File: src/design/soc_pkg.sv
//----------------------------------------------------------------------
// Shared definitions for the application subsystem:
// bus widths, area and core prefixes, register indices,
// request and response structs and the response source enum.
//----------------------------------------------------------------------
`default_nettype none

package soc_pkg;

  // Widths with a meaning
  localparam int RAM_ADDR_BITS = 8;
  localparam int NUM_CORES     = 4;
  localparam int CORE_SEL_BITS = $clog2(NUM_CORES);

  typedef logic [31 : 0]              word_t;
  typedef logic [31 : 0]              addr_t;
  typedef logic [3 : 0]               strb_t;
  typedef logic [1 : 0]               area_t;
  typedef logic [5 : 0]               core_prefix_t;
  typedef logic [7 : 0]               reg_addr_t;
  typedef logic [RAM_ADDR_BITS-1 : 0] ram_addr_t;
  typedef logic [CORE_SEL_BITS-1 : 0] core_sel_t;

  //--------------------------------------------------------------------
  // Memory map
  //--------------------------------------------------------------------
  localparam area_t        AREA_RAM        = 2'h1;
  localparam area_t        AREA_MMIO       = 2'h3;
  localparam core_prefix_t SYS_CTRL_PREFIX = 6'h3f;

  // Returned on a forced trap
  localparam word_t ILLEGAL_INSTRUCTION = 32'h0;

  // sys_ctrl registers
  localparam reg_addr_t SYS_APP_MODE = 8'h00;
  localparam reg_addr_t SYS_SCRAMBLE = 8'h01;
  localparam reg_addr_t SYS_ASLR     = 8'h02;

  // reg_core registers, scratch words sit below the counter
  localparam int        CORE_NUM_SCRATCH = 4;
  localparam reg_addr_t CORE_WR_COUNT    = 8'h04;

  //--------------------------------------------------------------------
  // Bus and target types
  //--------------------------------------------------------------------
  typedef struct packed {
    addr_t addr;
    word_t wdata;
    strb_t wstrb;
    logic  instr;
  } bus_req_t;

  typedef struct packed {
    logic      cs;
    logic      we;
    reg_addr_t address;
    word_t     write_data;
  } core_req_t;

  typedef struct packed {
    word_t read_data;
    logic  ready;
  } core_rsp_t;

  typedef enum logic [2 : 0] {NONE, RAM, SYS, CORE, TRAP} target_e;

endpackage

`default_nettype wire

File: src/design/mem_decoder.sv
//----------------------------------------------------------------------
// Memory request decoder.
// Area and core prefix decode, chip selects for RAM, sys_ctrl
// and the MMIO cores, trap forcing in application mode, and
// the response source for the read-data mux.
//----------------------------------------------------------------------
`timescale 1ns/100ps
`default_nettype none

module mem_decoder (
  input  logic                clk,
  input  logic                reset_n,
  input  logic                bus_valid,
  input  soc_pkg::bus_req_t   bus_req,
  input  logic                bus_ready,
  input  logic                app_mode,
  output soc_pkg::core_req_t  sys_req,
  output logic                ram_cs,
  output soc_pkg::strb_t      ram_we,
  output soc_pkg::ram_addr_t  ram_addr,
  output soc_pkg::word_t      ram_wdata,
  output soc_pkg::core_req_t  core_req [soc_pkg::NUM_CORES],
  output soc_pkg::target_e    target,
  output soc_pkg::core_sel_t  core_sel
);

  soc_pkg::area_t        area;
  soc_pkg::core_prefix_t core_prefix;
  soc_pkg::core_req_t    mmio_req;

  assign area        = bus_req.addr[31 : 30];
  assign core_prefix = bus_req.addr[29 : 24];

  // Common MMIO request, only cs differs between cores
  assign mmio_req.cs         = 1'b0;
  assign mmio_req.we         = |bus_req.wstrb;
  assign mmio_req.address    = bus_req.addr[9 : 2];
  assign mmio_req.write_data = bus_req.wdata;

  assign ram_addr  = bus_req.addr[9 : 2];
  assign ram_wdata = bus_req.wdata;
  assign core_sel  = core_prefix[soc_pkg::CORE_SEL_BITS-1 : 0];

  always_comb begin
    sys_req = mmio_req;
    ram_cs  = 1'b0;
    ram_we  = '0;
    for (int i = 0; i < soc_pkg::NUM_CORES; i++) begin
      core_req[i] = mmio_req;
    end

    // Idle points at sys_ctrl with cs low, so the muxed ready stays low
    target = soc_pkg::SYS;

    if (bus_valid && !bus_ready) begin
      if (app_mode && bus_req.instr && area == soc_pkg::AREA_MMIO) begin
        target = soc_pkg::TRAP;
      end else begin
        case (area)
          soc_pkg::AREA_RAM: begin
            ram_cs = 1'b1;
            ram_we = bus_req.wstrb;
            target = soc_pkg::RAM;
          end
          soc_pkg::AREA_MMIO: begin
            if (core_prefix == soc_pkg::SYS_CTRL_PREFIX) begin
              sys_req.cs = 1'b1;
            end else if (core_prefix < soc_pkg::NUM_CORES) begin
              core_req[core_sel].cs = 1'b1;
              target = soc_pkg::CORE;
            end else begin
              target = soc_pkg::NONE;
            end
          end
          // Reserved areas answer with zero
          default: target = soc_pkg::NONE;
        endcase
      end
    end
  end

endmodule

`default_nettype wire

File: config.mk
export PLATFORM = sky130hd
export DESIGN_NAME = mem_decoder
export DESIGN_NICKNAME = d
export VERILOG_FILES = /design/src/design/soc_pkg.sv /design/src/design/mem_decoder.sv
export SDC_FILE = /design/constraint.sdc
export NUM_CORES = 1
export LEC_CHECK = 0
export ABC_AREA = 1
export ABC_CLOCK_PERIOD_IN_PS = 1000
export BUFFER_PORTS_ARGS = -buffer_cell sky130_fd_sc_hd__buf_2
export CAP_MARGIN = 20
export CORE_AREA = 2 2 128 130
export DETAILED_ROUTE_END_ITERATION = 12
export DIE_AREA = 0 0 130 132
export PLACE_DENSITY = 0.48
export SETUP_SLACK_MARGIN = 0.15
export SKIP_LAST_GASP = 1
export SYNTH_ARGS = -nofsm -noshare
export SYNTH_HDL_FRONTEND = slang
export SYNTH_SLANG_ARGS = --single-unit
File: constraint.sdc
create_clock -name vclk -period 1
set_clock_uncertainty 0.05 [all_clocks]
set_input_delay 0.05 -clock vclk [all_inputs]
set_output_delay 0.05 -clock vclk [all_outputs]
set_load 0.01 [all_outputs]
Word-level counts from Yosys, hierarchy flattened --
Cells that the tools add are included.
Storage, ports and cells: register bits after elaboration 0, bits in latches 0, RAM bits 0, memory bits (read-only) 0, input port bits 74, logic and storage cells 36, memories kept 0
Operators by class: $add $sub $neg 0, multiply operators 0, div/mod/pow operators 0, magnitude comparators 3, equality and inequality tests 3, shift-type cells 0, multiplexer cells 23, bitwise gates (word level) 1, reduce and logical (&&, ||, !) cells 6
Operators by type and width (number):
- two-way mux 168 bit | 5
- bitwise mux 168 bit | 1
- demux 42 bit (select 2 bit) | 1
- two-way mux 42 bit | 1
- two-way mux 4 bit | 3
- two-way mux 1 bit | 7
- equality test 6 bit, second input constant | 1
- less-than comparator 6 x 3 -> 1 bit, second input constant | 1
- two-way mux 3 bit | 2
- logical AND 1 bit | 4
- two-way mux 2 bit | 2
- one-hot mux 2 bit (2 select lines) | 1
- OR reduction 4 bit | 1
- greater-or-equal comparator 3 bit, second input constant | 1
- less-than comparator 3 x 1 -> 1 bit, second input constant | 1
- inverter 2 -> 3 bit | 1
- equality test 2 x 1 -> 1 bit, second input constant | 1
- equality test 2 bit, second input constant | 1
- logical NOT 1 bit | 1

Longest topological paths before layout --
Gate-level depths: netlist of the first run.
depth in word-level cells 11, depth in mapped cells 6

Worst setup path after synthesis of the first run --
No wires, ideal clock.
kind input to output, start input bus_ready, end output ram_we[0], arrival time 0.583 ns, required time 0.900 ns, slack 0.317 ns, stages on the path 5, cells stage by stage inv_1 nand2_1 inv_1 nand3_1 nor2_1
Between the ends: longest elaborated chain between the ends 3
RTL lines:
- from (decl) | RTL line mem_decoder.sv:15 | input logic bus_ready,
- logical NOT 1 bit | RTL line mem_decoder.sv:55 | if (bus_valid && !bus_ready) begin
- logical AND 1 bit | RTL line mem_decoder.sv:55
- two-way mux 4 bit | RTL line mem_decoder.sv:55
- to (decl) | RTL line mem_decoder.sv:19 | output soc_pkg::strb_t ram_we,
Every way passes these cells.

==> impl_results.md, run 1 <==
* RSZ-0062 raised after global routing: true
* DIE AREA at 17,200 um2
* Crit-path cells: buf_6 > inv_4 > nand2_4 > buf_6 > nor2_4 > nand3_2 > nor2_2 > buf_2
* Total congestion overflow at 0
* Cell with the most instances after synthesis: buf_4
* Area Overhead vs Synth at -59.3%
* P_leak at 0.329 nW
* Initial Util at 13.0%
* Cell Count Post-Placement at 303
* Peak supply drop at 0.0603 mV
* GPL Wtd Cong at 0.583
* Pwr Density at 217 nW/um2
* CP most frequent cell: buf_6
* Dpl hpwl at 2.36 mm
* Flip-flop and latch area at 0 um2
* Drt initial violations at 13
* WP data arrival at 0.78 ns
* Slew at the pin closest to its max-slew limit at 0.177 ns
* Yosys cell types at 7
* Final hold violation count at 0
* Area occupied by multi-input gates at 251 um2
* Syn nets at 369
* Cell area after synthesis at 2050 um2
* Routed Antenna Nets at 0
* Post-synthesis sequential area ratio at 0%
* Synth Instances at 295
* Final period util at 87.8%
* Slowest-stage cell, CP: buf_2
* Core area at 15,700 um2
* Worst min path class: in -> out
* Routed wire length at 3.02 mm
* Yosys top cell area share at 90.2%
* Antenna violations before repair at 0
* # rows at 46
* Die X-Extent at 130 um
* Gr usage total at 2.70%
* Setup TNS at 0 ns
* Status: finished clean
* Startpoint Class: primary input
* Post-Syn Area per Cell at 6.94 um2
* Crit Path Category: in -> out
* Max Slew Vio Count at 0
* Die height at 132 um
* Worst slew margin at 88.2%
* Max Freq at 1140 MHz
* Fill count at 1,861
* Setup ws final at 0.122 ns
* Drt drc at 0
* # nets final at 165
* Vias in the first global route at 619
* CTS Hold Buffers Added at 0
* Dpl ws at 0.0495 ns
* Post-Layout Cell Count at 305
* Crit path required time at 0.90 ns
* Ys Warns at 0
* Final min period at 0.878 ns
* Antenna diodes at 0
* Cell taking the most area after synthesis: buf_4
* FFs & Latches at 0
* Critical Path Max Stage Delay at 0.13 ns
* Clock buffers at 0
* Avg Vias per Cell at 2.13
* Port Buffers at 36
* Layout cell share with drive strength beyond 1 at 70.8%
* CP max FO at 2
* Routed WL per cell at 9.89 um
* Leading cell types by total area after synthesis: buf_4 (90%), nor2_1 (2.9%), nand2_1 (2.6%)
* CP endpoint kind: output pin
* # setup viols final at 0
* Largest net degree at the start of global routing at 7
* Max-Cap Viols at 0
* Post-synth top cells: buf_4 (246), nor2_1 (16), nand2_1 (14), inv_1 (11), nand3_1 (5)
* Io pins at 334
* Drt pass-1 iters at 2
* DR vias at 649
* Global-route wire length before repair at 3.64 mm
==> cells by family after synthesis <==
group,share of synthesized area [%]
AND/OR/NAND/NOR,7.33
AO/OA/AOI/OAI,0.428
buffers and inverters,92.2
==> where the power goes <==
part	switching, W	total (W)	internal (W)
clock	0	0	0
sequential	0	0	0
combinational	0.0000938	0.000181	0.0000869
total	0.0000938	0.000181	0.0000869
==> routing by layer <==
layer	global-route usage, %	vias up	part of all wire [%]
li1	-	228	-
met1	0.635	217	14
met2	3.69	140	38
met3	3.98	64	31
met4	4.36	0	16
met5	0	-	0
==> path summary, 6_finish.rpt <==
check                     endpoint   startpoint  cells past startpoint
worst min-delay path  core_req[66]  bus_req[29]                      0
worst max-delay path  core_req[83]    bus_ready                      8
==> layout make-up <==
class,instances,share of cell area [%]
Multi-Input combinational cell,38,30.2
Inverter,11,5.56
Timing Repair Buffer,40,31.8
Tap cell,216,32.4
==> critical path: cells and delay by family <==
kind | cells | cell delay (ns)
buffers and inverters | 4 | 0.38
AND/OR/NAND/NOR | 4 | 0.33
==> placed cells by master (no fill, tap or decap) <==
master / n
buf_2: 29
nor2_1: 9
nand2_1: 8
buf_6: 8
inv_1: 7
nor2_2: 5
nand2_2: 4
nand3_2: 4
nor2_4: 2
inv_4: 2
nand4_1: 2
nand2_4: 2
inv_2: 2
a21oi_4: 1
nand3_4: 1
buf_8: 1
clkbuf_4: 1
buf_4: 1
==> per-stage QoR <==
| step | cell area [um2] | total power [W] | hold WS [ns] | utilization, % |
|---|---|---|---|---|
| floorplan | 2050 | 0.00105 | 0.142 | - |
| global placement | 666 | 0.000118 | 0.0502 | 4.24 |
| detailed placement | 666 | 0.000118 | 0.0502 | 4.24 |
| CTS | 752 | 0.000151 | 0.0502 | 4.79 |
| global route | 833 | 0.000198 | 0.0501 | 5.30 |
| finish | 833 | 0.000181 | 0.0500 | 5.30 |
==> what timing repair did <==
item,in CTS,in global routing
endpoints found under the setup margin,10,10
setup buffers,1,1
gates resized for setup,21,21
pin swaps,9,11
(Power assumes the default switching activity.)
==> run 2, diff against run 1 <==
--- a/config.mk
+++ b/config.mk
@@ -13,6 +13,7 @@
 export DETAILED_ROUTE_END_ITERATION = 12
 export DIE_AREA = 0 0 130 132
 export PLACE_DENSITY = 0.48
+export REMOVE_ABC_BUFFERS = 1
 export SETUP_SLACK_MARGIN = 0.15
 export SKIP_LAST_GASP = 1
 export SYNTH_ARGS = -nofsm -noshare
==> impl_results.md, run 2 (synthesis results as in run 1) <==
* Status: finished clean
* WP data arrival at 0.78 ns
* Worst setup endpoint: target[0]
* Largest net degree at the start of global routing at 7
* CP endpoint kind: output pin
* Delay-heaviest family, CP: buffers and inverters
* Die X-Extent at 130 um
* Worst slew margin at 79.5%
* RSZ-0062 raised after global routing: true
* Worst setup path start: bus_req[66]
* Crit path required time at 0.90 ns
* Post-DP Area at 696 um2
* Number of cells on the critical path at 8
* DR vias at 972
* Slew at the pin closest to its max-slew limit at 0.306 ns
* Core area at 15,700 um2
* P_leak at 0.387 nW
* Final Cell Area at 987 um2
* FFs & Latches at 0
* Routed wire length at 15.1 mm
* Peak supply drop at 0.0930 mV
* Crit-path cells: buf_8 > nor2_4 > nand2_4 > inv_4 > buf_6 > nor2_4 > nor2_4 > buf_6
* Drt pass-1 iters at 4
* Port Buffers at 36
* GPL Wtd Cong at 0.757
* Die height at 132 um
* Gr usage total at 16.3%
* Max-Cap Viols at 0
* Final min period at 0.883 ns
* Flip-flop and latch area at 0 um2
* Slowest-stage cell, CP: buf_6
* Total congestion overflow at 0
* Vias in the first global route at 884
* Worst min path class: in -> out
* Dpl hpwl at 11.4 mm
* Initial Util at 13.0%
* # setup viols final at 0
* Crit Path Category: in -> out
* Pwr Density at 240 nW/um2
* Io pins at 334
* Antenna violations before repair at 1
* # nets final at 169
* Clock buffers at 0
* Area occupied by multi-input gates at 304 um2
* DIE AREA at 17,200 um2
* CP max FO at 4
* Drt drc at 0
* Dpl ws at -0.113 ns
* Drt initial violations at 41
* Final period util at 88.3%
* Post-layout util at 6.28%
* Final hold violation count at 0
* # rows at 46
* Commonest cells after routing, fill and taps aside: buf_2 (21), buf_6 (14), nor2_4 (7)
* Max Freq at 1130 MHz
* Max Slew Vio Count at 0
* Worst path buffer plus inverter count at 4
* CTS Hold Buffers Added at 0
* Avg Vias per Cell at 3.14
* Setup ws final at 0.117 ns
* Routed WL per cell at 48.7 um
* Layout cell share with drive strength beyond 1 at 77.4%
* Fill count at 1,862
* Leading cell type in the layout, fill and taps excluded: buf_2
* CP most frequent cell: nor2_4
* Global-route wire length before repair at 17.3 mm
* Startpoint Class: primary input
* Area Overhead vs Synth at -51.8%
* Routed Antenna Nets at 0
* Critical Path Max Stage Delay at 0.12 ns
==> run 2: final cells by class <==
class	instances	area share [%]
Timing Repair Buffer	44	36.2
Multi-Input combinational cell	38	30.8
Tap cell	216	27.4
Inverter	11	5.32
Antenna cell	1	0.253
==> run 2: per-layer routing <==
metal / vias to the layer above / routed length [um] / global-route usage [%] / part of all wire [%]
met4: 2 / 382 / 2.27 / 2.5
met1: 402 / 3820 / 12.9 / 25
met3: 17 / 4110 / 20.3 / 27
met5: - / 40 / 2.94 / 0.26
li1: 238 / - / - / -
met2: 313 / 6750 / 25.7 / 45
==> run 2: how the worst min path moves through the flow <==
stage	startpoint	to	slack, ns	cells after the start
2_1_floorplan	bus_req[5]	core_req[0]	0.05	0
3_3_place_gp	bus_req[30]	core_req[109]	0.05	0
3_5_place_dp	bus_req[30]	core_req[109]	0.05	0
4_1_cts	bus_req[30]	core_req[109]	0.05	0
5_1_grt	bus_req[23]	core_req[102]	0.05	0
6_report	bus_req[30]	core_req[109]	0.05	0
==> run 2: per-stage QoR <==
step	cells	total power, W	hold slack, ns	TNS (ns)
final	310	0.000237	0.0502	0
after global routing	310	0.000256	0.0504	0
after CTS	308	0.000212	0.0505	0
after detailed placement	307	0.000136	0.0505	-0.117
after global placement	307	0.000137	0.0505	-0.128
after floorplan	49	0.0000444	0.0500	0
==> run 2: report_power, final <==
part / switching, W / internal (W) / total, W
Combinational: 0.000120 / 0.000116 / 0.000237
Clock: 0 / 0.000000000134 / 0.000000000134
Sequential: 0 / 0 / 0
Total: 0.000120 / 0.000116 / 0.000237
==> run 2: timing repair <==
action                                  in CTS  in global routing
endpoints found under the setup margin      12                 13
buffers inserted                             1                  1
pin swaps                                   12                 13
resized for setup                           50                 22
