<file path="config.mk">
export PLATFORM = sky130hd
export DESIGN_NAME = sys_ctrl
export DESIGN_NICKNAME = d
export VERILOG_FILES = /design/src/design/soc_pkg.sv /design/src/design/sys_ctrl.sv
export SDC_FILE = /design/constraint.sdc
export NUM_CORES = 1
export LEC_CHECK = 0
export ABC_CLOCK_PERIOD_IN_PS = 3200
export BUFFER_PORTS_ARGS = -buffer_cell sky130_fd_sc_hd__clkbuf_2
export CAP_MARGIN = 20
export CORE_ASPECT_RATIO = 0.7
export CORE_UTILIZATION = 35
export DETAILED_ROUTE_END_ITERATION = 8
export PLACE_DENSITY_LB_ADDON = 0.1
export SYNTH_ARGS = -nofsm -noshare
export SYNTH_HDL_FRONTEND = slang
export SYNTH_SLANG_ARGS = --single-unit
</file>
<file path="constraint.sdc">
create_clock -name clk -period 3.2 [get_ports clk]
set_input_delay 0.32 -clock clk [delete_from_list [all_inputs] [get_ports clk]]
set_output_delay 0.32 -clock clk [all_outputs]
set_load 0.01 [all_outputs]
</file>
<file path="src/design/soc_pkg.sv">
//----------------------------------------------------------------------
// Shared definitions for the application subsystem:
// bus widths, area and core prefixes, register indices,
// request and response structs and the response source enum.
//----------------------------------------------------------------------
`default_nettype none

package soc_pkg;

  // Widths with a meaning
  localparam int RAM_ADDR_BITS = 8;
  localparam int NUM_CORES     = 4;
  localparam int CORE_SEL_BITS = $clog2(NUM_CORES);

  typedef logic [31 : 0]              word_t;
  typedef logic [31 : 0]              addr_t;
  typedef logic [3 : 0]               strb_t;
  typedef logic [1 : 0]               area_t;
  typedef logic [5 : 0]               core_prefix_t;
  typedef logic [7 : 0]               reg_addr_t;
  typedef logic [RAM_ADDR_BITS-1 : 0] ram_addr_t;
  typedef logic [CORE_SEL_BITS-1 : 0] core_sel_t;

  //--------------------------------------------------------------------
  // Memory map
  //--------------------------------------------------------------------
  localparam area_t        AREA_RAM        = 2'h1;
  localparam area_t        AREA_MMIO       = 2'h3;
  localparam core_prefix_t SYS_CTRL_PREFIX = 6'h3f;

  // Returned on a forced trap
  localparam word_t ILLEGAL_INSTRUCTION = 32'h0;

  // sys_ctrl registers
  localparam reg_addr_t SYS_APP_MODE = 8'h00;
  localparam reg_addr_t SYS_SCRAMBLE = 8'h01;
  localparam reg_addr_t SYS_ASLR     = 8'h02;

  // reg_core registers, scratch words sit below the counter
  localparam int        CORE_NUM_SCRATCH = 4;
  localparam reg_addr_t CORE_WR_COUNT    = 8'h04;

  //--------------------------------------------------------------------
  // Bus and target types
  //--------------------------------------------------------------------
  typedef struct packed {
    addr_t addr;
    word_t wdata;
    strb_t wstrb;
    logic  instr;
  } bus_req_t;

  typedef struct packed {
    logic      cs;
    logic      we;
    reg_addr_t address;
    word_t     write_data;
  } core_req_t;

  typedef struct packed {
    word_t read_data;
    logic  ready;
  } core_rsp_t;

  typedef enum logic [2 : 0] {NONE, RAM, SYS, CORE, TRAP} target_e;

endpackage

`default_nettype wire

</file>
<file path="src/design/sys_ctrl.sv">
//----------------------------------------------------------------------
// System control core.
// Sticky application-mode flag, RAM scramble key and ASLR mask.
// Key and mask are locked once application mode is entered.
//----------------------------------------------------------------------
`timescale 1ns/100ps
`default_nettype none

module sys_ctrl (
  input  logic               clk,
  input  logic               reset_n,
  input  soc_pkg::core_req_t req,
  output soc_pkg::core_rsp_t rsp,
  output logic               app_mode,
  output soc_pkg::word_t     scramble_key,
  output soc_pkg::word_t     aslr_mask
);

  //--------------------------------------------------------------------
  // Register update
  //--------------------------------------------------------------------
  always_ff @(posedge clk) begin
    if (!reset_n) begin
      app_mode     <= 1'b0;
      scramble_key <= '0;
      aslr_mask    <= '0;
    end else if (req.cs && req.we) begin
      case (req.address)
        // Any write enters application mode until reset
        soc_pkg::SYS_APP_MODE: app_mode <= 1'b1;
        soc_pkg::SYS_SCRAMBLE: begin
          if (!app_mode) begin
            scramble_key <= req.write_data;
          end
        end
        soc_pkg::SYS_ASLR: begin
          if (!app_mode) begin
            aslr_mask <= req.write_data;
          end
        end
        default: ;
      endcase
    end
  end

  //--------------------------------------------------------------------
  // Read back
  //--------------------------------------------------------------------
  always_comb begin
    rsp.ready = req.cs;
    case (req.address)
      soc_pkg::SYS_APP_MODE: rsp.read_data = {31'h0, app_mode};
      soc_pkg::SYS_SCRAMBLE: rsp.read_data = scramble_key;
      soc_pkg::SYS_ASLR:     rsp.read_data = aslr_mask;
      default:               rsp.read_data = '0;
    endcase
  end

endmodule

`default_nettype wire

</file>
Word-level counts from Yosys, hierarchy flattened. Cells that the tools add are included.

RAM bits: 0. ROM bits: 0. Bits of input ports: 44. Bits in latches: 0. Memories: 0. Word-level logic and storage cells: 12. Output and inout bits: 98. Register bits: 65.

$lt $le $gt $ge: 0. Bitwise logic cells: 1. Divide/modulo/power cells: 0. $add $sub $neg: 0. Shifts and indexed selects: 0. Equal/unequal tests: 2. Reductions and logical operators: 5. $mul: 0. Mux-type cells: 1.

Operator list (number): $pmux W32 S3 (1); $eq A8 B1 Y1 const B (1); $eq A8 B2 Y1 const B (1); $logic_not A8 Y1 (1); $reduce_and A3 Y1 (2); $reduce_and A2 Y1 (1); $logic_and A1 B1 Y1 (1); $not A1 Y1 (1).

Logic depth before layout (Yosys ltp). Gate-level depths: netlist of the first run.

Depth in word-level cells: 2. Mapped depth: 5. Mapped depth without buffers: 3.

Worst setup path before layout of the first run. OpenSTA, ideal clock, no wires.

Path type: in2out. From: input req[37] (netlist bit). To: output rsp[10] (netlist bit). Stages: 4. Arrival time: 1234 ps. Path buffers: 1. Data required time: 2880 ps. Setup slack: 1646 ps. Cell sequence: nor4_4 > nand2_1 > clkbuf_1 > nor2_1.

RTL lines: from (decl) (line sys_ctrl.sv:12) `input soc_pkg::core_req_t req,`; to (decl) (line sys_ctrl.sv:13) `output soc_pkg::core_rsp_t rsp,`.

==> results of run 1 <==
worst min-delay path by stage:
stage                      from                to  slack, ps  depth (start not counted)
2_1_floorplan            req[0]      aslr_mask[0]        480                          2
3_3_place_gp   scramble_key[11]  scramble_key[11]        460                          2
3_5_place_dp   scramble_key[27]  scramble_key[27]        470                          2
4_1_cts                  req[1]      aslr_mask[1]        240                          3
5_1_grt                 req[28]     aslr_mask[28]        250                          3
6_report                req[28]     aslr_mask[28]        260                          3
power breakdown:
group | total [uW] | internal, uW | switching [uW]
sequential | 811 | 810 | 0.466
combinational | 95.6 | 35.8 | 59.9
clock | 1060 | 721 | 339
final cells by class:
cell class | instances | area (um^2)
clock buffers | 11 | 253
clock inverters | 5 | 77.6
fillers | 780 | 3990
multi-input cells | 237 | 1490
flip-flops and latches | 65 | 1300
well taps | 101 | 126
repair buffers | 148 | 771
Yosys cell counts, drive strengths merged:
cell / n / share of area, %
and4bb: 1 / 0.43
a2bb2oi: 1 / 0.30
a22oi: 31 / 7.9
nor4bb: 2 / 0.68
dfxtp: 65 / 44
nor2b: 3 / 0.64
clkbuf: 20 / 2.6
nor4: 1 / 0.72
a31oi: 1 / 0.21
nand4: 2 / 0.85
nand2: 97 / 12
buf: 8 / 2.7
mux2i: 65 / 22
nor2: 33 / 4.2
registers in the layout (all words and copies together), names as in the netlist:
register / count
app_mode: 1
scramble_key: 32
aslr_mask: 32
routing by layer:
metal  wire length (um)  up-vias  part of all wire [%]  GRT usage [%]
met5                  0        -                     0              0
met4                121        0                   1.5           7.84
met3                547       10                   6.9           5.41
met2               3320       96                    42           27.5
met1               3940     1278                    50           23.9
li1                   -     1385                     -              -
critical path, delay by kind of cell:
family | cells | cell delay, ps
AO/OA/AOI/OAI | 1 | 100
AND/OR/NAND/NOR | 2 | 740
buffers and inverters | 3 | 660
cell families after synthesis:
family / count (synthesis) / share of synthesized area (%)
flip-flops: 65 / 44.3
buffers and inverters: 28 / 5.28
AND/OR/NAND/NOR: 139 / 19.9
multiplexers: 65 / 22.1
AO/OA/AOI/OAI: 33 / 8.43
metrics by stage:
step,util [%],total power [uW],std cells,instance area (um^2)
finish,50.2,1970,567,4020
global route,50.2,2040,567,4020
CTS,50.2,1990,567,4020
detailed placement,46.1,924,551,3690
global placement,46.1,924,551,3690
floorplan,-,878,330,2940
==> flow_metrics.env, run 1 <==
export IMPL_vdd_ir_drop_max_mv=0.249
export IMPL_worstPathCellList="clkbuf_2, nor2b_2, buf_4, a22oi_1, nor2_1, clkbuf_2"
export IMPL_r2r_setup_slack_ps=1310
export IMPL_clk_pin_slew_ps=50
export IMPL_cp_start_kind="primary input"
export IMPL_syn_area_um2=2940
export IMPL_post_cts_buffers=0
export IMPL_ant_nets=0
export IMPL_crit_start="req[33]"
export IMPL_crit_arrival_ps=1830
export IMPL_vias_per_cell=4.88
export IMPL_fmax_ghz=0.464
export IMPL_crit_top_cell="clkbuf_2"
export IMPL_ys_seq_elements=65
export IMPL_die_x_um=112
export IMPL_r2r_start="app_mode"
export IMPL_slowest_delay_ps=640
export IMPL_slew_violations=0
export IMPL_period_share_pct=67.3
export IMPL_fin_nets=505
export IMPL_wl_per_cell_um=14.0
export IMPL_grt_pass1_vias=2513
export IMPL_tns_ps=0
export IMPL_vias=2769
export IMPL_start_util_pct=36.7
export IMPL_syn_inst=330
export IMPL_area_growth_pct=36.6
export IMPL_io_pin_count=142
export IMPL_rsz0062_at_grt="false"
export IMPL_ctsHoldBuffers=0
export IMPL_grtUsageTotal_pct=18.1
export IMPL_synth_warnings=0
export IMPL_drt_initial_drc_count=99
export IMPL_antenna_found_initial=0
export IMPL_period_minus_slack_ps=2150
export IMPL_diodes=0
export IMPL_ys_types=16
export IMPL_seq_area_frac_synth_pct=44.3
export IMPL_cp_max_fo=17
export IMPL_critPathSlowestCell="nor2b_2"
export IMPL_std_cell_rows=27
export IMPL_critPathCapture="rsp[8]"
export IMPL_setup_viol=0
export IMPL_hp_class="in -> reg"
export IMPL_gp_congestion=0.740
export IMPL_cts_tree="built"
export IMPL_status="finished, violations left"
export IMPL_p_per_area_nw_per_um2=489
export IMPL_wirelength_um=7930
export IMPL_synth_fp_nets=374
export IMPL_grt_max_degree=55
export IMPL_violations="design-rule violations"
export IMPL_die_y_um=78.7
export IMPL_final_common_cell="clkbuf_2"
export IMPL_r2r_end="aslr_mask[8]"
export IMPL_final_cell_mix="140 x clkbuf_2, 97 x nand2_1, 65 x mux2i_1, 65 x dfxtp_1, 33 x nor2_1"
export IMPL_relSlewSlack_pct=49.9
export IMPL_core_area_um2=8010
export IMPL_critPathRequiredTime_ps=2880
export IMPL_h_tree_depth=3
export IMPL_grt_pass1_wl_um=12400
export IMPL_hold_viol=0
export IMPL_drc_errors=10
export IMPL_end_kind="output pin"
export IMPL_cap_violations=0
export IMPL_port_buffers=141
export IMPL_cts_root_buf="clkbuf_16"
export IMPL_tightest_slew_ps=751
export IMPL_fin_hold_ws_ps=255
export IMPL_max_clock_path_buffers=2
export IMPL_finalWorstSetupSlack_ps=1050
export IMPL_p_leak_uw=0.00218
export IMPL_worstSkewPairLatency_ps=320
export IMPL_numCtsBuffers=9
export IMPL_r2r_cells=4
export IMPL_cts_num_sinks=65
export IMPL_drive_gt1_share_pct=36.5
export IMPL_avgSynthCellArea_um2=8.91
export IMPL_place_hpwl_um=5450
export IMPL_critPathKind="in -> out"
export IMPL_ctsResizeCount=0
export IMPL_dp_slack_ps=1040
export IMPL_dieArea_um2=8780
export IMPL_clock_skew_ps=6.65
export IMPL_overflow=0
export IMPL_first_pass_iters=7
No activity file was read; power rests on OpenSTA's default activity.
==> inputs of run 2 (changes only) <==
--- a/config.mk
+++ b/config.mk
@@ -5,7 +5,7 @@
 export SDC_FILE = /design/constraint.sdc
 export NUM_CORES = 1
 export LEC_CHECK = 0
-export ABC_CLOCK_PERIOD_IN_PS = 3200
+export ABC_CLOCK_PERIOD_IN_PS = 1900
 export BUFFER_PORTS_ARGS = -buffer_cell sky130_fd_sc_hd__clkbuf_2
 export CAP_MARGIN = 20
 export CORE_ASPECT_RATIO = 0.7
==> constraint.sdc (replaced) <==
create_clock -name clk -period 1.9 [get_ports clk]
set_input_delay 0.19 -clock clk [delete_from_list [all_inputs] [get_ports clk]]
set_output_delay 0.19 -clock clk [all_outputs]
set_load 0.01 [all_outputs]
==> run 2 against run 1 <==
  * The flow still finishes with violations (design-rule violations)
  * Clock power grew 47%
  * Clock skew increased by 1.8 ps
  * Sequential power is 69% higher
  * Sequential share of layout area grew 0.19 points
  * First-iteration DRC count is 37% higher
  * Global-route usage fell by 0.057 points
  * Cell area is 0.59% lower
  * Combinational power grew 72%
  * Setup slack worse by 700 ps
  * Wire length fell by 3.3%
  * Sequential cell count unchanged
  * Register-to-register slack worse by 920 ps
==> flow_metrics.env, run 2 (synthesis gave the netlist of run 1 again) <==
export IMPL_pwr_share_clk_pct=50.5
export IMPL_core_area_um2=8010
export IMPL_worstSkewPairLatency_ps=320
export IMPL_numCtsBuffers=9
export IMPL_crit_arrival_ps=1360
export IMPL_vias_per_cell=4.86
export IMPL_std_cell_rows=27
export IMPL_cpLargestDelayFamily="simple AND/OR/NAND/NOR gates"
export IMPL_violations="design-rule violations"
export IMPL_fmax_ghz=0.646
export IMPL_internal_power_uw=2460
export IMPL_tns_ps=0
export IMPL_wl_per_cell_um=13.5
export IMPL_fin_nets=508
export IMPL_io_pin_count=142
export IMPL_grt_max_degree=98
export IMPL_crit_top_cell="clkbuf_2"
export IMPL_cap_violations=0
export IMPL_vias=2759
export IMPL_antenna_found_initial=0
export IMPL_critPathBufInv=3
export IMPL_ctsHoldBuffers=0
export IMPL_slowest_delay_ps=390
export IMPL_first_pass_iters=8
export IMPL_final_cell_area_um2=3990
export IMPL_comb_power_share_pct=5.3
export IMPL_port_buffers=141
export IMPL_min_from="req[5]"
export IMPL_die_y_um=78.7
export IMPL_h_tree_depth=3
export IMPL_ant_nets=0
export IMPL_clock_skew_ps=8.47
export IMPL_setup_viol=0
export IMPL_vdd_ir_drop_max_mv=0.363
export IMPL_worstPathCellList="clkbuf_2, nor4_4, nand2_1, buf_4, nor2_1, clkbuf_2"
export IMPL_cts_tree="built"
export IMPL_diodes=0
export IMPL_grt_pass1_wl_um=12400
export IMPL_place_hpwl_um=5290
export IMPL_clk_pin_slew_ps=50
export IMPL_fill_cells=798
export IMPL_grt_pass1_vias=2463
export IMPL_end_kind="output pin"
export IMPL_cp_max_fo=32
export IMPL_critPathSlowestCell="nor4_4"
export IMPL_cts_root_buf="clkbuf_16"
export IMPL_overflow=0
export IMPL_period_share_pct=81.5
export IMPL_placed_area_um2=3710
export IMPL_drive_gt1_share_pct=36.6
export IMPL_largestRegisters="aslr_mask: 32 flops, scramble_key: 32 flops, app_mode: 1 flops"
export IMPL_cp_start_kind="primary input"
export IMPL_drt_initial_drc_count=136
export IMPL_post_cts_buffers=0
export IMPL_tightest_slew_ps=552
export IMPL_p_leak_uw=0.00218
export IMPL_final_cell_mix="140 x clkbuf_2, 97 x nand2_1, 65 x mux2i_1, 65 x dfxtp_1, 33 x nor2_1"
export IMPL_period_minus_slack_ps=1550
export IMPL_grtUsageTotal_pct=18.1
export IMPL_status="finished, violations left"
export IMPL_dieArea_um2=8780
export IMPL_rsz0062_at_grt="false"
export IMPL_ctsResizeCount=0
export IMPL_p_per_area_nw_per_um2=774
export IMPL_die_x_um=112
export IMPL_relSlewSlack_pct=63.2
export IMPL_r2r_setup_slack_ps=390
export IMPL_r2r_start="app_mode"
export IMPL_drc_errors=10
export IMPL_seq_power_share_pct=44.2
export IMPL_p_sw_uw=637
export IMPL_cts_num_sinks=65
export IMPL_final_common_cell="clkbuf_2"
export IMPL_gp_congestion=0.721
export IMPL_wirelength_um=7670
export IMPL_p_sw_share_pct=20.6
export IMPL_max_clock_path_buffers=2
export IMPL_hold_viol=0
export IMPL_hp_class="in -> reg"
export IMPL_area_growth_pct=35.8
export IMPL_critPathRequiredTime_ps=1710
export IMPL_crit_start="req[37]"
export IMPL_slew_violations=0
export IMPL_start_util_pct=36.7
export IMPL_critPathKind="in -> out"
==> run 2: cell count changes in the layout (fill, tap and decap cells not counted) <==
cell        previous run  this run
buf_4                  6         9
bufinv_16              2         1
clkinvlp_4             1         0
clkinv_2               2         3
clkbuf_8               2         1
==> run 2: through the flow <==
stage / total power (uW) / hold WS [ps] / cells / setup slack, ps / utilization (%)
4_1_cts: 3140 / 109 / 568 / 336 / 49.9
3_5_place_dp: 1560 / 454 / 554 / 348 / 46.3
5_1_grt: 3230 / 116 / 568 / 249 / 49.9
3_3_place_gp: 1560 / 449 / 554 / 348 / 46.3
2_1_floorplan: 1480 / 351 / 330 / 558 / -
6_report: 3090 / 124 / 568 / 351 / 49.9
==> run 2: layer usage <==
metal	vias up	global-route usage, %	routed length (um)
li1	1386	-	-
met1	1268	24.4	3800
met2	101	26.6	3270
met3	4	6.64	547
met4	0	5.81	49
met5	-	0	0
==> run 2: power by group through the flow <==
stage	clock [uW]	combinational, uW	sequential (uW)
after floorplan	0	83.5	1390
after global placement	0	164	1390
after detailed placement	0	165	1390
after CTS	1610	166	1370
after global routing	1680	182	1360
final	1560	164	1370
==> run 2: tightest hold or removal path: stages <==
cell	delay, ps
clkbuf_2	80
nand2_1	70
mux2i_1	60
==> run 2: final timing paths <==
check	end	cells after the start
setup / recovery	rsp[3]	6
setup reg to reg	aslr_mask[31]	4
hold / removal	scramble_key[5]	3
hold reg to reg	scramble_key[21]	2
==> run 2: cell type report <==
class	instances	area [um^2]	share of cell area, %
tap	101	126	3.16
timing repair buffer	151	793	19.9
clock buffer	10	239	5.98
sequential	65	1300	32.6
clock inverter	4	45.0	1.13
multi-input combinational	237	1490	37.3
