`config.mk`:
```
export PLATFORM = sky130hd
export DESIGN_NAME = reg_core
export DESIGN_NICKNAME = d
export VERILOG_FILES = /design/src/design/soc_pkg.sv /design/src/design/reg_core.sv
export SDC_FILE = /design/constraint.sdc
export NUM_CORES = 1
export LEC_CHECK = 0
export BUFFER_PORTS_ARGS = -buffer_cell sky130_fd_sc_hd__buf_2
export CORE_MARGIN = 3
export CORE_UTILIZATION = 55
export CTS_BUF_LIST = sky130_fd_sc_hd__clkbuf_8
export DETAILED_ROUTE_END_ITERATION = 12
export GPL_TIMING_DRIVEN = 0
export MAX_ROUTING_LAYER = met4
export PLACE_DENSITY_LB_ADDON = 0.05
export SETUP_SLACK_MARGIN = 0.02
export SYNTH_ARGS = -nofsm -noshare
export SYNTH_HDL_FRONTEND = slang
export SYNTH_SLANG_ARGS = --single-unit
```
`constraint.sdc`:
```
create_clock -name clk -period 4 [get_ports clk]
set_clock_uncertainty 0.05 [all_clocks]
set_input_delay 0.2 -clock clk [delete_from_list [all_inputs] [get_ports clk]]
set_output_delay 0.2 -clock clk [all_outputs]
set_load 0.005 [all_outputs]
```
`src/design/soc_pkg.sv`:
```
//----------------------------------------------------------------------
// Shared definitions for the application subsystem:
// bus widths, area and core prefixes, register indices,
// request and response structs and the response source enum.
//----------------------------------------------------------------------
`default_nettype none

package soc_pkg;

  // Widths with a meaning
  localparam int RAM_ADDR_BITS = 8;
  localparam int NUM_CORES     = 4;
  localparam int CORE_SEL_BITS = $clog2(NUM_CORES);

  typedef logic [31 : 0]              word_t;
  typedef logic [31 : 0]              addr_t;
  typedef logic [3 : 0]               strb_t;
  typedef logic [1 : 0]               area_t;
  typedef logic [5 : 0]               core_prefix_t;
  typedef logic [7 : 0]               reg_addr_t;
  typedef logic [RAM_ADDR_BITS-1 : 0] ram_addr_t;
  typedef logic [CORE_SEL_BITS-1 : 0] core_sel_t;

  //--------------------------------------------------------------------
  // Memory map
  //--------------------------------------------------------------------
  localparam area_t        AREA_RAM        = 2'h1;
  localparam area_t        AREA_MMIO       = 2'h3;
  localparam core_prefix_t SYS_CTRL_PREFIX = 6'h3f;

  // Returned on a forced trap
  localparam word_t ILLEGAL_INSTRUCTION = 32'h0;

  // sys_ctrl registers
  localparam reg_addr_t SYS_APP_MODE = 8'h00;
  localparam reg_addr_t SYS_SCRAMBLE = 8'h01;
  localparam reg_addr_t SYS_ASLR     = 8'h02;

  // reg_core registers, scratch words sit below the counter
  localparam int        CORE_NUM_SCRATCH = 4;
  localparam reg_addr_t CORE_WR_COUNT    = 8'h04;

  //--------------------------------------------------------------------
  // Bus and target types
  //--------------------------------------------------------------------
  typedef struct packed {
    addr_t addr;
    word_t wdata;
    strb_t wstrb;
    logic  instr;
  } bus_req_t;

  typedef struct packed {
    logic      cs;
    logic      we;
    reg_addr_t address;
    word_t     write_data;
  } core_req_t;

  typedef struct packed {
    word_t read_data;
    logic  ready;
  } core_rsp_t;

  typedef enum logic [2 : 0] {NONE, RAM, SYS, CORE, TRAP} target_e;

endpackage

`default_nettype wire

```
`src/design/reg_core.sv`:
```
//----------------------------------------------------------------------
// MMIO register core.
// Four scratch words and a counter of accepted scratch writes.
//----------------------------------------------------------------------
`timescale 1ns/100ps
`default_nettype none

module reg_core (
  input  logic               clk,
  input  logic               reset_n,
  input  soc_pkg::core_req_t req,
  output soc_pkg::core_rsp_t rsp
);

  soc_pkg::word_t scratch [soc_pkg::CORE_NUM_SCRATCH];
  soc_pkg::word_t wr_count;
  logic           scratch_hit;

  assign scratch_hit = req.address < soc_pkg::CORE_NUM_SCRATCH;

  always_ff @(posedge clk) begin
    if (!reset_n) begin
      for (int i = 0; i < soc_pkg::CORE_NUM_SCRATCH; i++) begin
        scratch[i] <= '0;
      end
      wr_count <= '0;
    end else if (req.cs && req.we) begin
      if (scratch_hit) begin
        scratch[req.address[1 : 0]] <= req.write_data;
        wr_count                    <= wr_count + 32'd1;
      end else if (req.address == soc_pkg::CORE_WR_COUNT) begin
        wr_count <= '0;
      end
    end
  end

  // Unmapped indices read as zero
  always_comb begin
    rsp.ready = req.cs;
    if (scratch_hit) begin
      rsp.read_data = scratch[req.address[1 : 0]];
    end else if (req.address == soc_pkg::CORE_WR_COUNT) begin
      rsp.read_data = wr_count;
    end else begin
      rsp.read_data = '0;
    end
  end

endmodule

`default_nettype wire

```
-- Yosys cells after proc, flatten, opt, wreduce, memory -nomap -nowiden
Memories as Yosys holds them, arrays and structs flattened.
Index checks and enable logic that the tools add are counted.
- memories kept: 1
- register bits: 32
- memory bits (writable): 128
- bits of input ports: 44
- reductions and logical operators: 4
- muxes and demuxes: 12
- magnitude comparators: 1
- equality and inequality tests: 1
- add/sub/neg operators: 1
- memories (memory ; depth ; width ; rd ports ; clocked after memory_dff ; write ports ; line ; source):
    scratch ; 4 ; 32 ; 1 ; 0 ; 4 ; reg_core.sv:15 ; soc_pkg::word_t scratch [soc_pkg::CORE_NUM_SCRATCH];
- operator list (operator ; count):
    $mux 32 ; 5
    $add 32x1->32 const B ; 1
    $reduce_or 32->1 ; 1
    $eq 8x3->1 const B ; 1
    $lt 8x3->1 const B ; 1
    $mux 1 ; 6
    $mux 2 ; 1
    $reduce_and 2->1 ; 1
    $reduce_bool 2->1 ; 1
    $logic_and 1x1->1 ; 1

-- Logic depth before layout (Yosys ltp)
Gate-level depths: netlist of the first run.
- depth in word-level cells: 7
- gate-level depth with buffers: 6

-- Least setup slack after synthesis of the first run
Ideal clock, no wire load.
- path kind: input-to-reg
- start point: in req[38] in the netlist's numbering
- end point: mem scratch[0][0] in the netlist's numbering, enable pin
- data required time: 3.480 ns
- arrival time: 3.331 ns
- library setup time: 0.470 ns
- stages: 3
- path slack: 0.150 ns
- path through: nor4_1 nand2_1 o31ai_1
- RTL lines (element ; line ; source):
    from (decl) ; reg_core.sv:11 ; input soc_pkg::core_req_t req,
    to (decl) ; reg_core.sv:15 ;

==> results by group, run 1 <==
Detailed routing
  • WL per Instance: about 21 µm
  • DRC violations left: 0
  • Initial drt markers: between 400 and 500
  • DR vias: 5,320
  • Vias per cell: approximately 6
  • Final WL: 18,900 µm
  • Count of antenna-violating nets left after detailed routing: 0
  • DRT Pass-1 Iters: 5

Timing
  • Worst Hold Margin: 22.3 ps
  • Worst-margin pin slew: between 900 and 1000 ps
  • Fin crit share: 65.4%
  • Fin. Hold Viols: 0
  • Fmax: approximately 380 MHz
  • Final period demand of the worst path: roughly 2600 ps
  • Unrepaired setup endpoints after global routing: no
  • Total negative setup slack: 0 ps
  • Final setup viols: 0
  • Slew margin rel.: 36.9%
  • Slew Limit Fails: 0

Pwr
  • Peak supply drop: around 260 µV
  • Clock power share: 34.3%
  • Sw Pwr: slightly above 0.8 mW
  • Internal Power: ~2.4 mW
  • Flop pwr share: 58.1%
  • Gate power share: 7.6%
  • Static Leakage: about 3.3 nW
  • PwrDens: 353 nW/µm²
  • Sw frac: 25.0%

Setup path
  • CP max stage delay: a little under 900 ps
  • Worst setup path category: in -> reg
  • Arrival @ worst endpoint: roughly 2700 ps
  • Worst path required time: 4120 ps
  • Startpoint types: input pin
  • Crit-path leading delay family: simple AND/OR/NAND/NOR gates
  • Worst Path Buf+Inv: 3
  • Worst-path cell chain: buf_2 -> nor4_1 -> nand2_1 -> o31ai_4 -> buf_8 -> buf_8
  • Critical path capture point type: flip-flop
  • Slowest CP cell: o31ai_4
  • Cell mode on critical path: buf_8
  • Max Fanout on Critical Path: 14
  • R2R cell count: 5
  • CP Depth: 6

Clock network
  • CTS tree: built
  • Clock latency on the worst-skew pair: 460 ps
  • Clk sinks: 160
  • Num CTS Buffers: 17
  • CTS clk-pin slew, worst paths: roughly 90 ps
  • Post-CTS Setup Repair Bufs: 0
  • Htree depth: 4
  • Clock tree root driver cell: clkbuf_8
  • Max Root-Sink Buffers: 2

GRT
  • First-pass GRT wire length: between 30,000 and 40,000 µm
  • Antenna violations before repair: 0
  • Largest net degree at the start of global routing: 20
  • Global route total overflow: 0
  • Tot GR Track Use: 26.2%
  • Number of global-route vias before repair: 5,445

Min path
  • Worst hold-check path type: in -> reg
  • WHS Path Cells: 2

Logic synthesis
  • Number of synthesis warnings: 0
  • Register area share after synthesis: 58.0%
  • Synth async-reset ratio: 0%
  • Cells after Synth: about 590
  • Yosys reg bits: between 150 and 200
  • Post-synth EDFFs: ~130
  • Top_reg_cell synth: edfxtp_1
  • Mapped Avg Cell Area: 13.1 µm²
  • Synth cell types: 51
  • Mapped cell area: ~7700 µm²
  • Cell taking the most area after synthesis: edfxtp_1
  • Syn Nets: 634
  • Area contributors post-synth: edfxtp_1 50%, and2_1 11%, mux4_2 9.3%
  • Synth top area share: between 40 and 50%

Place
  • Port bufs: 76
  • GP Congestion: around 0.94
  • Detailed Place HPWL: approximately 13,000 µm
  • DP Area: roughly 8500 µm²

Outcome
  • Status: finished, final reports clean

Floorplanning
  • # IOs: 77
  • Die Y: 125 µm
  • Die X: about 120 µm
  • Rows: 42
  • Die ar.: approximately 16,000 µm²
  • Initial core utilization: 57.3%
  • Core Area: 13,500 µm²

Finish
  • Area grow syn2layout: 18.2%
  • Post-route cell area: roughly 9100 µm²
  • Layout cells sized above 1: 23.6%
  • Diodes inserted: 0
  • Nets@finish: ~760

Flow run
  • MaxCap Viol Count: 0
cell type report:
type / instances / area [µm²]
Clock inverter: 15 / 130
Inverter: 6 / 22.5
Sequential cell: 160 / 4480
Clock buffer: 17 / 234
Multi-Input combinational cell: 383 / 3110
Fill cell: 1000 / 4360
Tap cell: 176 / 220
Timing Repair Buffer: 109 / 773
Buffer: 40 / 171
per-layer routing:
metal  GRT usage [%]  share of wire [%]  vias to the layer above
met5               -                  0                        -
met4            9.35                2.3                        0
met3            4.80                4.6                       35
met2            40.3                 48                      166
met1            35.4                 45                     2626
li1                -                  -                     2493
metrics by stage:
stage | power (mW) | util (%) | worst slack [ps] | instances
final | 3.22 | 67.7 | 1380 | 906
after global routing | 3.34 | 67.7 | 1240 | 906
after CTS | 3.24 | 67.7 | 1380 | 906
after detailed placement | 2.14 | 62.9 | 891 | 846
after global placement | 2.12 | 61.7 | -2180 | 841
after floorplan | 2.03 | - | 150 | 589
timing repair:
item / 4_1_cts / 5_1_grt
setup endpoints to repair: 0 / 0
resized for setup: 0 / 0
hold buffers: 28 / 0
endpoints found under the hold margin: 106 / 0
worst paths after layout:
path	startpoint	end	slack [ps]
worst min-delay path	req[16]	scratch[2][16]	20
worst min register to register	wr_count[22]	wr_count[22]	450
worst max register to register	wr_count[4]	wr_count[25]	1590
worst max-delay path	req[34]	scratch[0][4]	1380
power by group through the flow:
| stage | Combinational (mW) | Clock [mW] | Sequential (mW) |
|---|---|---|---|
| 2_1_floorplan | 0.117 | 0 | 1.91 |
| 3_3_place_gp | 0.201 | 0 | 1.92 |
| 6_report | 0.244 | 1.11 | 1.87 |
| 3_5_place_dp | 0.223 | 0 | 1.91 |
| 5_1_grt | 0.262 | 1.19 | 1.88 |
| 4_1_cts | 0.245 | 1.12 | 1.87 |
worst reg2reg max path: stages, from the launching register on:
cell and delay (ps):
dfxtp_1 460, and4_1 220, clkbuf_1 300, nand4_1 540
nor4b_1 560, mux2i_1 230
cell families (layout without fill, tap and decap cells):
| group | count (synthesis) | after routing | synth area share, % |
|---|---|---|---|
| xor+xnor | 1 | 1 | 0.113 |
| fa+ha+maj | 1 | 1 | 0.162 |
| mux | 48 | 48 | 11.4 |
| buf+inv | 46 | 187 | 2.51 |
| flops | 160 | 160 | 58.0 |
| compound gates | 66 | 66 | 6.71 |
| simple gates | 267 | 267 | 21.2 |
sequential cells by signal, indices dropped and copies added (netlist names):
signal    cells
scratch     128
wr_count     32
cell usage after synthesis, types with 3 or more instances:
master / n
and2_1: 130
edfxtp_1: 128
nand2_1: 35
a22o_1: 33
dfxtp_1: 32
mux4_2: 32
clkbuf_1: 24
mux2i_1: 16
nand2b_1: 16
nand3_1: 14
nor3_1: 10
o21ai_0: 9
and3_1: 8
buf_2: 8
nand4_1: 8
nor2_1: 8
nor4_1: 8
a21oi_1: 6
and4_1: 6
buf_1: 6
inv_1: 6
o211ai_1: 5
o31ai_1: 3
or4_1: 3
cells in the final DEF, fill, tap and decap left out, types with 3 or more instances in the layout:
cell and n:
inv_6 3, nand2_1 35, nand4_1 8, nor4_1 8, inv_8 3, and4_1 6, inv_1 6, buf_1 6
dlygate4sd3_1 28, a22o_1 33, clkinv_2 4, nor3_1 10, mux4_2 32, mux2i_1 16, or4_1 3, o211ai_1 5
edfxtp_1 128, o21ai_0 6, and3_1 8, nand2b_1 16, dfxtp_1 32, clkinv_4 3, and2_1 130, nor2_1 8
buf_2 84, a21oi_1 6, buf_16 3, o21ai_4 3, clkbuf_8 17, clkbuf_1 24, nand3_1 14
No activity file was read; power rests on OpenSTA's default activity.
==> inputs of run 2 (changes only) <==
clock period = 2.2 ns   (was 4 ns; I/O delays follow)
==> run 2 against run 1 <==
Net effect:
- non-clock buffer count up 12
- global-route usage up 0.61 points
- sequential share of layout area fell by 0.95 points
- hold slack better by 79 ps
- worst setup slack worse by 1300 ps
- core utilization grew 1.3 points
==> results by group, run 2 (synthesized netlist as in run 1, its figures left out) <==
Finish
  • Fillcell total: about 1,000
  • Nets@finish: slightly below 800
  • Area grow syn2layout: 20.5%
  • Most common cell after layout, fill and taps aside: and2_1
  • Regs by FF count: scratch x128, wr_count x32
  • Max FFs per register: 128
  • FF/Latch Area: about 4500 µm²
  • Top reg by flops: scratch
  • Layout cells sized above 1: 25.7%
  • Most frequent cells in the layout: 130 x and2_1, 128 x edfxtp_1, 84 x buf_2
  • Diodes inserted: 0
  • Area of the multi-input gates: 3160 µm²

Detailed routing
  • Count of antenna-violating nets left after detailed routing: 0
  • Final WL: about 20,000 µm
  • DRC violations left: 0
  • WL per Instance: ~21 µm
  • DRT Pass-1 Iters: 5
  • Vias per cell: between 5 and 6
  • DR vias: around 5,500
  • Initial drt markers: about 560

Clock network
  • CTS tree: built
  • Htree depth: 4
  • Num CTS Buffers: 17
  • Clock tree root driver cell: clkbuf_8
  • Max Root-Sink Buffers: 2
  • Clock latency on the worst-skew pair: roughly 460 ps
  • Clk sinks: 160
  • CTS clk-pin slew, worst paths: 90 ps

Pwr
  • Flop pwr share: a little under three fifths
  • Total power: slightly above 6 mW
  • Sw Pwr: 1.44 mW
  • Static Leakage: 3.41 nW
  • Gate power share: 7.8%
  • Sw frac: 23.7%
  • PwrDens: ~650 nW/µm²
  • Clock power share: between 30% and 40%
  • Peak supply drop: about 550 µV
  • Internal Power: roughly 4.6 mW

Timing
  • Fin crit share: a little over nine tenths
  • Total negative setup slack: 0 ps
  • Unrepaired setup endpoints after global routing: no
  • Slew margin rel.: roughly 22%
  • Fin. Hold Viols: 0
  • Final setup viols: 0
  • Final period demand of the worst path: about 2100 ps
  • Worst Hold Margin: approximately 100 ps
  • Slew Limit Fails: 0
  • Fmax: 473 MHz
  • Worst-margin pin slew: about 1200 ps

Floorplanning
  • Core Area: approximately 14,000 µm²
  • Die ar.: 15,500 µm²
  • Rows: 42
  • # IOs: between 70 and 80
  • Die Y: between 100 and 150 µm
  • Initial core utilization: 57.3%
  • Die X: about 120 µm

Setup path
  • Arrival @ worst endpoint: between 1500 and 2000 ps
  • Worst path required time: around 2000 ps
  • Startpoint types: input pin
  • Critical path capture point type: output pin
  • Worst setup path category: in -> out
  • Max Fanout on Critical Path: 10

Place
  • GP Congestion: roughly 1
  • Detailed Place HPWL: 13,300 µm
  • Port bufs: 76

GRT
  • Antenna violations before repair: 0
  • Global route total overflow: 0
  • First-pass GRT wire length: 30,900 µm
  • Number of global-route vias before repair: between 5,000 and 6,000
  • Tot GR Track Use: a little over a quarter
  • Largest net degree at the start of global routing: 26

Outcome
  • Status: finished, final reports clean

Min path
  • Worst hold-check path type: in -> reg

Flow run
  • MaxCap Viol Count: 0
[run 2: cell count changes in the layout (fill, tap and decap cells not counted), moves of 3 or more]
| cell | change |
|---|---|
| nor4_2 | +3 |
| clkbuf_1 | -4 |
| buf_1 | -3 |
| buf_4 | +8 |
| dlygate4sd3_1 | +6 |
| nor4_1 | -3 |
| clkbuf_2 | +4 |
[run 2: final cells by class]
| type | instances | area share (%) |
|---|---|---|
| repair buffers | 122 | 9.21 |
| plain buffers | 39 | 1.96 |
| well taps | 176 | 2.36 |
| flip-flops and latches | 160 | 48.1 |
| clock inverters | 15 | 1.70 |
| inverters | 6 | 0.242 |
| multi-input cells | 384 | 33.9 |
| clock buffers | 17 | 2.51 |
[run 2: worst paths after layout]
check	from	endpoint	slack, ps	cells after the start
worst min register to register	wr_count[22]	wr_count[22]	440	2
worst max-delay path	req[38]	rsp[13]	90	7
worst min-delay path	reset_n	wr_count[2]	100	3
worst max register to register	wr_count[3]	wr_count[25]	180	6
[run 2: power groups by stage]
stage	logic, mW	clock network (mW)	registers (mW)
2_1_floorplan	0.219	0	3.46
3_3_place_gp	0.382	0	3.47
3_5_place_dp	0.406	0	3.48
4_1_cts	0.459	2.20	3.41
5_1_grt	0.499	2.32	3.42
6_report	0.470	2.17	3.41
[run 2: metal layers]
metal / track usage (%) / routed length (µm) / vias up
met3: 5.92 / 1040 / 23
met4: 7.09 / 284 / 0
met5: - / 0 / -
li1: - / - / 2514
met2: 41.7 / 9480 / 178
met1: 36.3 / 8950 / 2752
[run 2: critical path, cell delays in order]
cell and delay [ps]:
buf_2 120, or4_4 580, or2_4 320, nor2_2 200, buf_2 260, a22o_1 220, buf_2 130
[run 2: what timing repair did]
item	4_1_cts	5_1_grt
pin swaps	2	2
endpoints found under the setup margin	71	82
gates cloned	1	0
resized for setup	12	8
hold buffers	34	0
setup buffers	4	4
hold endpoints to repair	130	0
[run 2: through the flow]
step / instance area (µm²) / utilization [%] / cells / setup WS (ps)
final: 9320 / 69.0 / 919 / 85.3
after global routing: 9320 / 69.0 / 919 / 24.7
after CTS: 9260 / 68.6 / 915 / 21.8
after detailed placement: 8470 / 62.7 / 845 / -701
after global placement: 8380 / 62.0 / 841 / -1100
after floorplan: 7770 / - / 589 / -5.36
